--- src/common/periph_pkg.sv ---
/* Bus widths, AXI response codes and the default address map of the peripheral subsystem.
   Imported by the RTL blocks and by the testbench to build addresses. */

`default_nettype none

package periph_pkg;

   // ----------------------------------------------------------
   // Bus types
   // ----------------------------------------------------------
   typedef logic [31:0] addr_t;
   typedef logic [31:0] data_t;
   typedef logic [3:0]  strb_t;
   typedef logic [1:0]  resp_t;

   // Timer and compare values
   typedef logic [63:0] mtime_t;

   // AXI response codes
   localparam resp_t RESP_OKAY   = 2'b00;
   localparam resp_t RESP_SLVERR = 2'b10;
   localparam resp_t RESP_DECERR = 2'b11;

   // ----------------------------------------------------------
   // Default address map
   // ----------------------------------------------------------
   localparam addr_t CLINT_BASE_DEF   = 32'h0200_0000;
   localparam addr_t CLINT_LENGTH_DEF = 32'h000C_0000;
   localparam addr_t APB_BASE_DEF     = 32'h6000_0000;
   localparam addr_t APB_LENGTH_DEF   = 32'h1000_0000;

   // CLINT register offsets, high words at offset plus 4
   localparam logic [15:0] CLINT_MSIP_OFS     = 16'h0000;
   localparam logic [15:0] CLINT_MTIMECMP_OFS = 16'h4000;
   localparam logic [15:0] CLINT_MTIME_OFS    = 16'hBFF8;

endpackage

`default_nettype wire

--- src/rtl/axil_slave_fsm.sv ---
/* AXI4-Lite slave handling one transaction at a time, decoded by address
   to the CLINT, the APB port or a DECERR response. */

`default_nettype none

module axil_slave_fsm #(
   parameter periph_pkg::addr_t CLINT_BASE   = periph_pkg::CLINT_BASE_DEF,
   parameter periph_pkg::addr_t CLINT_LENGTH = periph_pkg::CLINT_LENGTH_DEF,
   parameter periph_pkg::addr_t APB_BASE     = periph_pkg::APB_BASE_DEF,
   parameter periph_pkg::addr_t APB_LENGTH   = periph_pkg::APB_LENGTH_DEF
) (
   input  logic              clk,
   input  logic              rstn,
   input  periph_pkg::addr_t s_awaddr_i,
   input  logic              s_awvalid_i,
   output logic              s_awready_o,
   input  periph_pkg::data_t s_wdata_i,
   input  periph_pkg::strb_t s_wstrb_i,
   input  logic              s_wvalid_i,
   output logic              s_wready_o,
   output periph_pkg::resp_t s_bresp_o,
   output logic              s_bvalid_o,
   input  logic              s_bready_i,
   input  periph_pkg::addr_t s_araddr_i,
   input  logic              s_arvalid_i,
   output logic              s_arready_o,
   output periph_pkg::data_t s_rdata_o,
   output periph_pkg::resp_t s_rresp_o,
   output logic              s_rvalid_o,
   input  logic              s_rready_i,
   // CLINT access, answered in the same cycle
   output logic              clint_req_o,
   output logic              clint_we_o,
   output periph_pkg::addr_t clint_addr_o,
   output periph_pkg::data_t clint_wdata_o,
   output periph_pkg::strb_t clint_wstrb_o,
   input  periph_pkg::data_t clint_rdata_i,
   input  logic              clint_err_i,
   // APB request, finished by done
   output logic              apb_req_o,
   output logic              apb_we_o,
   output periph_pkg::addr_t apb_addr_o,
   output periph_pkg::data_t apb_wdata_o,
   input  periph_pkg::data_t apb_rdata_i,
   input  logic              apb_err_i,
   input  logic              apb_done_i
);
   import periph_pkg::*;

   typedef enum logic [1:0] {
      ST_IDLE,
      ST_DECODE,
      ST_APB_WAIT,
      ST_RESP
   } state_e;

   state_e state_q, state_d;
   logic   we_q;
   addr_t  addr_q;
   data_t  wdata_q, rdata_q;
   strb_t  wstrb_q;
   resp_t  resp_q;
   logic   wr_accept, rd_accept, resp_taken;
   logic   clint_hit, apb_hit;

   // Writes win over reads when both are pending
   assign wr_accept = (state_q == ST_IDLE) && s_awvalid_i && s_wvalid_i;
   assign rd_accept = (state_q == ST_IDLE) && !wr_accept && s_arvalid_i;

   assign s_awready_o = wr_accept;
   assign s_wready_o  = wr_accept;
   assign s_arready_o = rd_accept;

   // Offset compare wraps below base, so one test covers both bounds
   assign clint_hit = (addr_q - CLINT_BASE) < CLINT_LENGTH;
   assign apb_hit   = !clint_hit && ((addr_q - APB_BASE) < APB_LENGTH);

   // ----------------------------------------------------------
   // Target requests
   // ----------------------------------------------------------
   assign clint_req_o   = (state_q == ST_DECODE) && clint_hit;
   assign clint_we_o    = we_q;
   assign clint_addr_o  = addr_q;
   assign clint_wdata_o = wdata_q;
   assign clint_wstrb_o = wstrb_q;

   assign apb_req_o   = (state_q == ST_DECODE) && apb_hit;
   assign apb_we_o    = we_q;
   assign apb_addr_o  = addr_q;
   assign apb_wdata_o = wdata_q;

   // ----------------------------------------------------------
   // Response channels
   // ----------------------------------------------------------
   assign s_bvalid_o = (state_q == ST_RESP) && we_q;
   assign s_rvalid_o = (state_q == ST_RESP) && !we_q;
   assign s_bresp_o  = resp_q;
   assign s_rresp_o  = resp_q;
   assign s_rdata_o  = rdata_q;

   assign resp_taken = we_q ? s_bready_i : s_rready_i;

   always_comb begin
      state_d = state_q;
      unique case (state_q)
         ST_IDLE: begin
            if (wr_accept || rd_accept) begin
               state_d = ST_DECODE;
            end
         end
         ST_DECODE: begin
            state_d = apb_hit ? ST_APB_WAIT : ST_RESP;
         end
         ST_APB_WAIT: begin
            if (apb_done_i) begin
               state_d = ST_RESP;
            end
         end
         ST_RESP: begin
            if (resp_taken) begin
               state_d = ST_IDLE;
            end
         end
         default: state_d = ST_IDLE;
      endcase
   end

   always_ff @(posedge clk or negedge rstn) begin
      if (!rstn) begin
         state_q <= ST_IDLE;
         we_q    <= 1'b0;
      end else begin
         state_q <= state_d;
         if (wr_accept) begin
            we_q <= 1'b1;
         end else if (rd_accept) begin
            we_q <= 1'b0;
         end
      end
   end

   // Request payload and response data
   always_ff @(posedge clk) begin
      if (wr_accept) begin
         addr_q  <= s_awaddr_i;
         wdata_q <= s_wdata_i;
         wstrb_q <= s_wstrb_i;
      end else if (rd_accept) begin
         addr_q <= s_araddr_i;
      end
      if (state_q == ST_DECODE && !apb_hit) begin
         if (clint_hit) begin
            rdata_q <= clint_rdata_i;
            resp_q  <= clint_err_i ? RESP_SLVERR : RESP_OKAY;
         end else begin
            rdata_q <= '0;
            resp_q  <= RESP_DECERR;
         end
      end
      if (state_q == ST_APB_WAIT && apb_done_i) begin
         rdata_q <= apb_rdata_i;
         resp_q  <= apb_err_i ? RESP_SLVERR : RESP_OKAY;
      end
   end

endmodule

`default_nettype wire

--- src/clint/clint_timer.sv ---
/* Core-local timer with mtime, mtimecmp and msip registers behind a one-cycle
   register port, driving the timer and software interrupts. */

`default_nettype none

module clint_timer (
   input  logic              clk,
   input  logic              rstn,
   input  logic              clint_req_i,
   input  logic              clint_we_i,
   input  periph_pkg::addr_t clint_addr_i,
   input  periph_pkg::data_t clint_wdata_i,
   input  periph_pkg::strb_t clint_wstrb_i,
   output periph_pkg::data_t clint_rdata_o,
   output logic              clint_err_o,
   output logic              timer_irq_o,
   output logic              ipi_o
);
   import periph_pkg::*;

   logic        tick_q;
   mtime_t      mtime_q, mtime_d;
   mtime_t      mtimecmp_q, mtimecmp_d;
   logic        msip_q, msip_d;
   logic [15:0] ofs;
   logic        wr;
   logic        sel_msip, sel_cmp_lo, sel_cmp_hi, sel_time_lo, sel_time_hi;

   // Byte lanes with a set strobe take the new value
   function automatic data_t merge_strb(data_t old_v, data_t new_v, strb_t strb);
      data_t res;
      for (int i = 0; i < $bits(strb_t); i++) begin
         res[8*i +: 8] = strb[i] ? new_v[8*i +: 8] : old_v[8*i +: 8];
      end
      return res;
   endfunction

   // ----------------------------------------------------------
   // Register decode
   // ----------------------------------------------------------
   assign ofs = clint_addr_i[15:0];
   assign wr  = clint_req_i && clint_we_i;

   assign sel_msip    = (ofs == CLINT_MSIP_OFS);
   assign sel_cmp_lo  = (ofs == CLINT_MTIMECMP_OFS);
   assign sel_cmp_hi  = (ofs == CLINT_MTIMECMP_OFS + 16'd4);
   assign sel_time_lo = (ofs == CLINT_MTIME_OFS);
   assign sel_time_hi = (ofs == CLINT_MTIME_OFS + 16'd4);

   assign clint_err_o = clint_req_i &&
                        !(sel_msip || sel_cmp_lo || sel_cmp_hi || sel_time_lo || sel_time_hi);

   always_comb begin
      clint_rdata_o = '0;
      if (sel_msip) begin
         clint_rdata_o = {31'b0, msip_q};
      end else if (sel_cmp_lo) begin
         clint_rdata_o = mtimecmp_q[31:0];
      end else if (sel_cmp_hi) begin
         clint_rdata_o = mtimecmp_q[63:32];
      end else if (sel_time_lo) begin
         clint_rdata_o = mtime_q[31:0];
      end else if (sel_time_hi) begin
         clint_rdata_o = mtime_q[63:32];
      end
   end

   // ----------------------------------------------------------
   // Next register values
   // ----------------------------------------------------------
   always_comb begin
      // Counts on every other clk, a software write takes precedence
      mtime_d = tick_q ? mtime_q + 64'd1 : mtime_q;
      if (wr && sel_time_lo) begin
         mtime_d = {mtime_q[63:32], merge_strb(mtime_q[31:0], clint_wdata_i, clint_wstrb_i)};
      end else if (wr && sel_time_hi) begin
         mtime_d = {merge_strb(mtime_q[63:32], clint_wdata_i, clint_wstrb_i), mtime_q[31:0]};
      end

      mtimecmp_d = mtimecmp_q;
      if (wr && sel_cmp_lo) begin
         mtimecmp_d[31:0] = merge_strb(mtimecmp_q[31:0], clint_wdata_i, clint_wstrb_i);
      end else if (wr && sel_cmp_hi) begin
         mtimecmp_d[63:32] = merge_strb(mtimecmp_q[63:32], clint_wdata_i, clint_wstrb_i);
      end

      msip_d = msip_q;
      if (wr && sel_msip && clint_wstrb_i[0]) begin
         msip_d = clint_wdata_i[0];
      end
   end

   always_ff @(posedge clk or negedge rstn) begin
      if (!rstn) begin
         tick_q      <= 1'b0;
         mtime_q     <= '0;
         mtimecmp_q  <= '1;
         msip_q      <= 1'b0;
         timer_irq_o <= 1'b0;
         ipi_o       <= 1'b0;
      end else begin
         tick_q      <= ~tick_q;
         mtime_q     <= mtime_d;
         mtimecmp_q  <= mtimecmp_d;
         msip_q      <= msip_d;
         // Interrupts track the registers one cycle later
         timer_irq_o <= (mtime_q >= mtimecmp_q);
         ipi_o       <= msip_q;
      end
   end

endmodule

`default_nettype wire

--- src/apb/apb_master_port.sv ---
/* APB3 master sequencing one request at a time through setup and access,
   returning read data and error with a one-cycle done pulse. */

`default_nettype none

module apb_master_port (
   input  logic              clk,
   input  logic              rstn,
   input  logic              apb_req_i,
   input  logic              apb_we_i,
   input  periph_pkg::addr_t apb_addr_i,
   input  periph_pkg::data_t apb_wdata_i,
   output periph_pkg::data_t apb_rdata_o,
   output logic              apb_err_o,
   output logic              apb_done_o,
   // APB3 bus
   output logic              psel_o,
   output logic              penable_o,
   output logic              pwrite_o,
   output periph_pkg::addr_t paddr_o,
   output periph_pkg::data_t pwdata_o,
   input  periph_pkg::data_t prdata_i,
   input  logic              pready_i,
   input  logic              pslverr_i
);
   import periph_pkg::*;

   typedef enum logic [1:0] {
      ST_IDLE,
      ST_SETUP,
      ST_ACCESS
   } state_e;

   state_e state_q;
   logic   we_q;
   addr_t  addr_q;
   data_t  wdata_q;
   logic   xfer_end;

   assign xfer_end = (state_q == ST_ACCESS) && pready_i;

   assign psel_o    = (state_q != ST_IDLE);
   assign penable_o = (state_q == ST_ACCESS);
   assign pwrite_o  = we_q;
   assign paddr_o   = addr_q;
   assign pwdata_o  = wdata_q;

   always_ff @(posedge clk or negedge rstn) begin
      if (!rstn) begin
         state_q    <= ST_IDLE;
         we_q       <= 1'b0;
         apb_done_o <= 1'b0;
      end else begin
         apb_done_o <= xfer_end;
         unique case (state_q)
            ST_IDLE: begin
               if (apb_req_i) begin
                  state_q <= ST_SETUP;
                  we_q    <= apb_we_i;
               end
            end
            ST_SETUP: state_q <= ST_ACCESS;
            ST_ACCESS: begin
               // Access holds until the slave is ready
               if (pready_i) begin
                  state_q <= ST_IDLE;
               end
            end
            default: state_q <= ST_IDLE;
         endcase
      end
   end

   // Request payload and captured completion
   always_ff @(posedge clk) begin
      if (state_q == ST_IDLE && apb_req_i) begin
         addr_q  <= apb_addr_i;
         wdata_q <= apb_wdata_i;
      end
      if (xfer_end) begin
         apb_rdata_o <= prdata_i;
         apb_err_o   <= pslverr_i;
      end
   end

endmodule

`default_nettype wire

--- src/rtl/periph_subsys.sv ---
/* Peripheral subsystem top: one AXI4-Lite slave port decoded onto the CLINT timer
   and an external APB3 master port. */

`default_nettype none

module periph_subsys #(
   parameter periph_pkg::addr_t CLINT_BASE   = periph_pkg::CLINT_BASE_DEF,
   parameter periph_pkg::addr_t CLINT_LENGTH = periph_pkg::CLINT_LENGTH_DEF,
   parameter periph_pkg::addr_t APB_BASE     = periph_pkg::APB_BASE_DEF,
   parameter periph_pkg::addr_t APB_LENGTH   = periph_pkg::APB_LENGTH_DEF
) (
   input  logic              clk,
   input  logic              rstn,
   // AXI4-Lite slave
   input  periph_pkg::addr_t s_awaddr_i,
   input  logic              s_awvalid_i,
   output logic              s_awready_o,
   input  periph_pkg::data_t s_wdata_i,
   input  periph_pkg::strb_t s_wstrb_i,
   input  logic              s_wvalid_i,
   output logic              s_wready_o,
   output periph_pkg::resp_t s_bresp_o,
   output logic              s_bvalid_o,
   input  logic              s_bready_i,
   input  periph_pkg::addr_t s_araddr_i,
   input  logic              s_arvalid_i,
   output logic              s_arready_o,
   output periph_pkg::data_t s_rdata_o,
   output periph_pkg::resp_t s_rresp_o,
   output logic              s_rvalid_o,
   input  logic              s_rready_i,
   // APB3 master
   output logic              psel_o,
   output logic              penable_o,
   output logic              pwrite_o,
   output periph_pkg::addr_t paddr_o,
   output periph_pkg::data_t pwdata_o,
   input  periph_pkg::data_t prdata_i,
   input  logic              pready_i,
   input  logic              pslverr_i,
   // Interrupts
   output logic              timer_irq_o,
   output logic              ipi_o
);
   import periph_pkg::*;

   logic  clint_req, clint_we, clint_err;
   addr_t clint_addr;
   data_t clint_wdata, clint_rdata;
   strb_t clint_wstrb;

   logic  apb_req, apb_we, apb_err, apb_done;
   addr_t apb_addr;
   data_t apb_wdata, apb_rdata;

   axil_slave_fsm #(
      .CLINT_BASE   (CLINT_BASE),
      .CLINT_LENGTH (CLINT_LENGTH),
      .APB_BASE     (APB_BASE),
      .APB_LENGTH   (APB_LENGTH)
   ) i_axil_slave_fsm (
      .clk           (clk),
      .rstn          (rstn),
      .s_awaddr_i    (s_awaddr_i),
      .s_awvalid_i   (s_awvalid_i),
      .s_awready_o   (s_awready_o),
      .s_wdata_i     (s_wdata_i),
      .s_wstrb_i     (s_wstrb_i),
      .s_wvalid_i    (s_wvalid_i),
      .s_wready_o    (s_wready_o),
      .s_bresp_o     (s_bresp_o),
      .s_bvalid_o    (s_bvalid_o),
      .s_bready_i    (s_bready_i),
      .s_araddr_i    (s_araddr_i),
      .s_arvalid_i   (s_arvalid_i),
      .s_arready_o   (s_arready_o),
      .s_rdata_o     (s_rdata_o),
      .s_rresp_o     (s_rresp_o),
      .s_rvalid_o    (s_rvalid_o),
      .s_rready_i    (s_rready_i),
      .clint_req_o   (clint_req),
      .clint_we_o    (clint_we),
      .clint_addr_o  (clint_addr),
      .clint_wdata_o (clint_wdata),
      .clint_wstrb_o (clint_wstrb),
      .clint_rdata_i (clint_rdata),
      .clint_err_i   (clint_err),
      .apb_req_o     (apb_req),
      .apb_we_o      (apb_we),
      .apb_addr_o    (apb_addr),
      .apb_wdata_o   (apb_wdata),
      .apb_rdata_i   (apb_rdata),
      .apb_err_i     (apb_err),
      .apb_done_i    (apb_done)
   );

   clint_timer i_clint_timer (
      .clk           (clk),
      .rstn          (rstn),
      .clint_req_i   (clint_req),
      .clint_we_i    (clint_we),
      .clint_addr_i  (clint_addr),
      .clint_wdata_i (clint_wdata),
      .clint_wstrb_i (clint_wstrb),
      .clint_rdata_o (clint_rdata),
      .clint_err_o   (clint_err),
      .timer_irq_o   (timer_irq_o),
      .ipi_o         (ipi_o)
   );

   apb_master_port i_apb_master_port (
      .clk         (clk),
      .rstn        (rstn),
      .apb_req_i   (apb_req),
      .apb_we_i    (apb_we),
      .apb_addr_i  (apb_addr),
      .apb_wdata_i (apb_wdata),
      .apb_rdata_o (apb_rdata),
      .apb_err_o   (apb_err),
      .apb_done_o  (apb_done),
      .psel_o      (psel_o),
      .penable_o   (penable_o),
      .pwrite_o    (pwrite_o),
      .paddr_o     (paddr_o),
      .pwdata_o    (pwdata_o),
      .prdata_i    (prdata_i),
      .pready_i    (pready_i),
      .pslverr_i   (pslverr_i)
   );

endmodule

`default_nettype wire

--- config.mk ---
export PLATFORM = sky130hd
export DESIGN_NAME = periph_subsys
export DESIGN_NICKNAME = d
export VERILOG_FILES = /design/src/common/periph_pkg.sv /design/src/rtl/axil_slave_fsm.sv /design/src/clint/clint_timer.sv /design/src/apb/apb_master_port.sv /design/src/rtl/periph_subsys.sv
export SDC_FILE = /design/constraint.sdc
export NUM_CORES = 1
export LEC_CHECK = 0
export ABC_CLOCK_PERIOD_IN_PS = 5900
export BUFFER_PORTS_ARGS = -buffer_cell sky130_fd_sc_hd__buf_2
export CORE_UTILIZATION = 55
export CTS_CLUSTER_DIAMETER = 150
export CTS_CLUSTER_SIZE = 16
export DETAILED_ROUTE_END_ITERATION = 6
export GPL_TIMING_DRIVEN = 0
export PLACE_DENSITY = 0.77
export SLEW_MARGIN = 5
export SYNTH_ARGS = -nofsm -noshare
export SYNTH_HDL_FRONTEND = slang
export SYNTH_HIERARCHICAL = 1
export SYNTH_SLANG_ARGS = --single-unit
--- constraint.sdc ---
create_clock -name clk -period 5.9 [get_ports clk]
set_input_delay 0.885 -clock clk [delete_from_list [all_inputs] [get_ports clk]]
set_output_delay 0.885 -clock clk [all_outputs]
set_load 0.01 [all_outputs]
* Word-level counts from Yosys, hierarchy flattened
Index checks and enable logic that the tools add are counted.
** Storage, ports and cells
- Flip-flop bits (word level) :: 338
- Output and inout port bits :: 110
- Logic and storage cells :: 157
** Operators by class
- $lt $le $gt $ge :: 3
- $add $sub $neg :: 3
- Mux-type cells :: 33
- Equal/unequal tests :: 23
- Bitwise logic cells :: 3
- Reduce and logical (&&, ||, !) cells :: 58
** Operators with widths (count)
- two-way mux 32 bit :: 11
- two-way mux 64 bit :: 2
- adder 64 x 1 -> 64 bit, second input constant :: 1
- greater-or-equal comparator 64 bit :: 1
- AND reduction 3 bit :: 13
- equality test 16 x 15 -> 1 bit, second input constant :: 2
- equality test 16 bit, second input constant :: 2
- < comparator 32 x 20 -> 1 bit, second input constant :: 1
- < comparator 32 x 29 -> 1 bit, second input constant :: 1
- two-way mux 8 bit :: 4
- subtractor 32 x 26 -> 32 bit, second input constant :: 1
- subtractor 32 x 31 -> 32 bit, second input constant :: 1
- logical AND 1 bit :: 21
- two-way mux 2 bit :: 10
- != test 2 bit, second input constant :: 9
- zero test 16 bit :: 1
- AND reduction 2 bit :: 6
- != test 2 x 1 -> 1 bit, second input constant :: 5
- nonzero test 2 bit :: 5
- case mux 2 bit (4 select lines) :: 1
- equality test 2 bit, second input constant :: 3
- case mux 2 bit (3 select lines) :: 1
- zero test 1 bit :: 5
- logical OR 1 bit :: 5
- other kinds (4) :: 11

* Logic depth before layout (Yosys ltp)
- Word-level depth :: 11
- Depth in mapped cells :: 16
- Depth with buffers taken out :: 12

* Hierarchy
Netlist, hierarchy kept.
** Modules (own cells, without submodules)
- clint_timer :: cells an instance 1064, times used 1, area each 9317.7 um2
- axil_slave_fsm :: cells an instance 365, times used 1, area each 4963.5 um2
- apb_master_port :: cells an instance 109, times used 1, area each 3078.0 um2

* Worst setup path before layout
OpenSTA, ideal clock, no wires.
- Path type :: flip-flop to flip-flop
- Start :: reg i_axil_slave_fsm.addr_q[29] (netlist: i_axil_slave_fsm/apb_addr_o[29])
- End :: reg i_apb_master_port.we_q (netlist: i_apb_master_port/pwrite_o)
- Clock period less this slack :: 4.134 ns
- Stages on the path, launching flop included :: 6
- Library setup time :: 0.128 ns
- Slack :: 1.766 ns
- Required time :: 5.772 ns
- Data arrival time :: 4.006 ns
- Cells stage by stage :: edfxtp_1 > ha_1 > xnor2_1 > nor4_1 > nor3b_2 > mux2_1
** On the way
- Word-level cells in the longest chain between the ends :: 6
** RTL lines
- from (decl) :: line axil_slave_fsm.sv:59 : addr_t addr_q;
- from (signal assigned) :: line axil_slave_fsm.sv:145 : addr_q <= s_awaddr_i;
- from (signal assigned) :: line axil_slave_fsm.sv:149 : addr_q <= s_araddr_i;
- subtractor 32 x 26 -> 32 bit :: line axil_slave_fsm.sv:75 : assign clint_hit = (addr_q - CLINT_BASE) < CLINT_LENGTH;
- < comparator 32 x 20 -> 1 bit :: line axil_slave_fsm.sv:75
- zero test 1 bit :: line axil_slave_fsm.sv:76 : assign apb_hit = !clint_hit && ((addr_q - APB_BASE) < APB_LENGTH);
- logical AND 1 bit (*) :: line axil_slave_fsm.sv:76
- logical AND 1 bit (*) :: line axil_slave_fsm.sv:87 : assign apb_req_o = (state_q == ST_DECODE) && apb_hit;
- via apb_req :: line periph_subsys.sv:52 : logic apb_req, apb_we, apb_err, apb_done;
- AND reduction 2 bit (no source line) (*)
- to (signal assigned) :: line apb_master_port.sv:59 : we_q <= apb_we_i;
- to (decl) :: line apb_master_port.sv:35 : logic we_q;
The timed path passes the listed nets; every way through them passes the cells marked *.
A chain may end at the register's enable or synchronous reset.

* Worst setup path in the final report
- Start :: reg i_axil_slave_fsm.addr_q[25] (netlist: i_axil_slave_fsm/apb_addr_o[25])
- End :: reg i_clint_timer.mtimecmp_q[37]
** On the way
- Word-level cells in the longest chain between the ends :: 7
** RTL lines
- subtractor 32 x 26 -> 32 bit (*) :: line axil_slave_fsm.sv:75
- < comparator 32 x 20 -> 1 bit (*) :: line axil_slave_fsm.sv:75
- logical AND 1 bit (*) :: line axil_slave_fsm.sv:81 : assign clint_req_o = (state_q == ST_DECODE) && clint_hit;
- via clint_req :: line periph_subsys.sv:47 : logic clint_req, clint_we, clint_err;
- logical AND 1 bit (*) :: line clint_timer.sv:42 : assign wr = clint_req_i && clint_we_i;
- logical AND 1 bit :: line clint_timer.sv:81 : if (wr && sel_cmp_lo) begin
- inverter 1 bit (no source line)
- AND reduction 3 bit (no source line) (*)
- to (signal assigned) :: line clint_timer.sv:104 : mtimecmp_q <= mtimecmp_d;
- to (decl) :: line clint_timer.sv:23 : mtime_t mtimecmp_q, mtimecmp_d;
Marked as above.

==> impl_results.md <==
* Layout Area Growth over Synthesis at 15.1%
* Fin. Hold Viols at 0
* Gate power share at 0.132
* Number of global-route vias before repair at 13,200
* Reg2Reg Launch Point: i_axil_slave_fsm/apb_addr_o[25]
* Sequential power share at 0.553
* All-Layer GR Usage at 0.307
* Die height at between 150 and 200 um
* Core ar. at ~0.031 mm2
* Mapped Cells at 1,522
* WHS at 0.295 ns
* Net Sw Frac at 0.255
* Number of H-tree levels at 1
* Worst slew pin tran at 1.39 ns
* Util after Layout at 0.645
* Max_cap viols at 0
* Area after DPL at 0.0191 mm2
* Io pins at 251
* Clk sink count at 338
* Wirelength, routed at 48.6 mm
* 1st-iter DRT viols at 1,422
* Minimum clock period at between 4 and 5 ns
* Syn. warnings at 6
* # port buffers at 250
* First-pass GRT wire length at ~74 mm
* Antenna-violating nets left at 0
* Placed wire-length estimate at 35.7 mm
* Clock-pin slew on the worst setup and hold paths at 0.08 ns
* Max clock buf depth at 3
* Die W at 179 um
* Clock latency on the worst-skew pair at 0.55 ns
* Final period utilization at 0.792
* Initial Utilization at 0.561
* Clock root cell: clkbuf_16
* Setup Viol. Count Final at 0
* RSZ-0062 raised after global routing: false
* Crit. Startpoint: i_axil_slave_fsm/apb_addr_o[25]
* Final Cell Area at slightly below 0.02 mm2
* WP data required at 6.36 ns
* P_int at 3.83 mW
* HP Class: input port to asynchronous set/reset pin
* Post-Syn Area at 0.0172 mm2
* CTS tree: yes
* Number of post-CTS setup repair buffers at 0
* Layout cells sized above 1 at 0.306
* P_leak at between 8 and 9 nW
* Initial antenna violation count at 3
* # rows at between 60 and 70
* DIE AREA at 0.0321 mm2
* Worst Setup End Kind: flip-flop
* PD cells at 259 mW/mm2
* Crit Path Max Fanout at 10
* Post-synth net total at 1,736
* Sw power at between 1 and 1.5 mW
* Setup Crit Path Kind: flip-flop to flip-flop
* Startpoint class of the critical path: flip-flop
* Clock group share of total power at 0.315
* Slew HR at 0.0618
* Worst Skew at between 0.02 and 0.025 ns
* Hold Buf Count CTS at 0
* Nets@finish at a little over 2,000
* Maximum clock rate at 214 MHz
* Grt ovf at 0
* CP arrival at 5.13 ns
* Via count at between 10,000 and 15,000
* Drt drc at 25
* Synth Area per Inst at 11.3 um2
* Outcome: finished with violations
* Maximum VDD drop at approximately 0.00023 V
* Placer Congestion at 0.998
* Final TNS setup at 0 ns
* Max-slew violation count at 0
* CTS Buf Count at 25
* DRT Pass-1 Iters at 7
* Routed wire per std cell at approximately 22 um
* Number of vias per cell at 6.09
* Cts repair resizes at 0
* Failing checks: design-rule violations
* Largest net degree at the start of global routing at 90
==> registers in the layout (all words and copies together) (netlist names) <==
register                        cells
i_clint_timer/msip_q                1
i_apb_master_port/apb_done_o        1
i_axil_slave_fsm/apb_addr_o        32
i_apb_master_port/pwrite_o          1
i_axil_slave_fsm/s_rdata_o         32
i_clint_timer/mtime_q              64
i_clint_timer/mtimecmp_q           64
i_apb_master_port/paddr_o          32
i_clint_timer/timer_irq_o           1
i_apb_master_port/state_q           2
i_axil_slave_fsm/state_q            2
i_axil_slave_fsm/s_bresp_o          2
i_clint_timer/ipi_o                 1
i_axil_slave_fsm/apb_we_o           1
i_clint_timer/tick_q                1
i_apb_master_port/pwdata_o         32
i_apb_master_port/apb_rdata_o      32
i_apb_master_port/apb_err_o         1
i_axil_slave_fsm/clint_wstrb_o      4
i_axil_slave_fsm/apb_wdata_o       32
==> power by group through the flow <==
stage / Combinational, mW / Clock [mW] / Sequential, mW
floorplan: 0.324 / 0 / 2.92
detailed placement: 0.680 / 0 / 2.89
global route: 0.738 / 1.71 / 2.86
CTS: 0.684 / 1.65 / 2.84
global placement: 0.651 / 0 / 2.89
finish: 0.681 / 1.62 / 2.84
==> layout by cell type, fill, tap and decap left out, types with 5 or more instances in the layout <==
cell type	count
or3_1	6
a31oi_1	13
nand3_1	55
nor3_1	11
o21ai_0	79
clkbuf_16	25
buf_6	6
nor2_1	76
nor4_1	11
a21o_1	17
clkbuf_1	58
and4_1	7
inv_1	78
nand4_1	33
buf_1	8
nand2b_1	6
dfrtp_1	75
a21oi_1	133
and3_1	12
mux2i_1	32
nor2b_1	5
dfstp_2	64
o21ai_2	29
o22ai_1	12
ha_1	73
edfxtp_1	199
a211oi_1	8
buf_2	260
nand2_1	171
a221o_1	30
buf_4	54
mux2_2	85
==> worst max-delay path, stage by stage, from the launching register on <==
cell and delay (ns):
edfxtp_1 0.38, inv_1 0.06, ha_1 0.27, or4b_1 0.50
nor4_2 0.29, nand2_2 0.25, buf_6 0.23, nor2_1 0.20
and2_1 0.16, clkbuf_1 0.43, nand2_1 0.18, nor4_1 1.08
clkbuf_1 0.39, nand2_1 0.10, o21ai_0 0.08
==> cell type report <==
type	count	area, um2
antenna	2	5.00
buffer	119	721
clock buffer	44	697
clock inverter	1	16.3
fill	2421	10900
inverter	78	293
multi-input combinational	987	6700
sequential	338	9530
tap	396	495
timing repair buffer	256	1370
==> through the flow <==
step           power (mW)  std cells  setup WS, ns
2_1_floorplan        3.25       1522          1.78
3_3_place_gp         3.54       2168         0.149
3_5_place_dp         3.57       2174          1.37
4_1_cts              5.18       2219          1.32
5_1_grt              5.31       2221         0.891
6_report             5.14       2221          1.23
==> path summary, 6_finish.rpt <==
kind | endpoint | slack (ns) | cells past startpoint
max | i_clint_timer/mtimecmp_q[37] | 1.23 | 14
min | i_clint_timer/mtime_q[48] | 0.30 | 1
max reg2reg | i_clint_timer/mtimecmp_q[37] | 1.23 | 14
min reg2reg | i_apb_master_port/paddr_o[17] | 0.43 | 0
max in group asynchronous | i_clint_timer/mtimecmp_q[20] | 4.73 | 2
min in group clk | i_apb_master_port/paddr_o[17] | 0.43 | 0
==> layer usage <==
metal	share of wire	GRT usage	vias up	routed length, um
met2	0.46	0.489	680	22400
met1	0.41	0.419	6575	19900
li1	-	-	6135	-
met4	0.043	0.133	2	2110
met3	0.086	0.0430	138	4170
met5	0.00027	0	-	13
No activity file was read; power rests on OpenSTA's default activity.
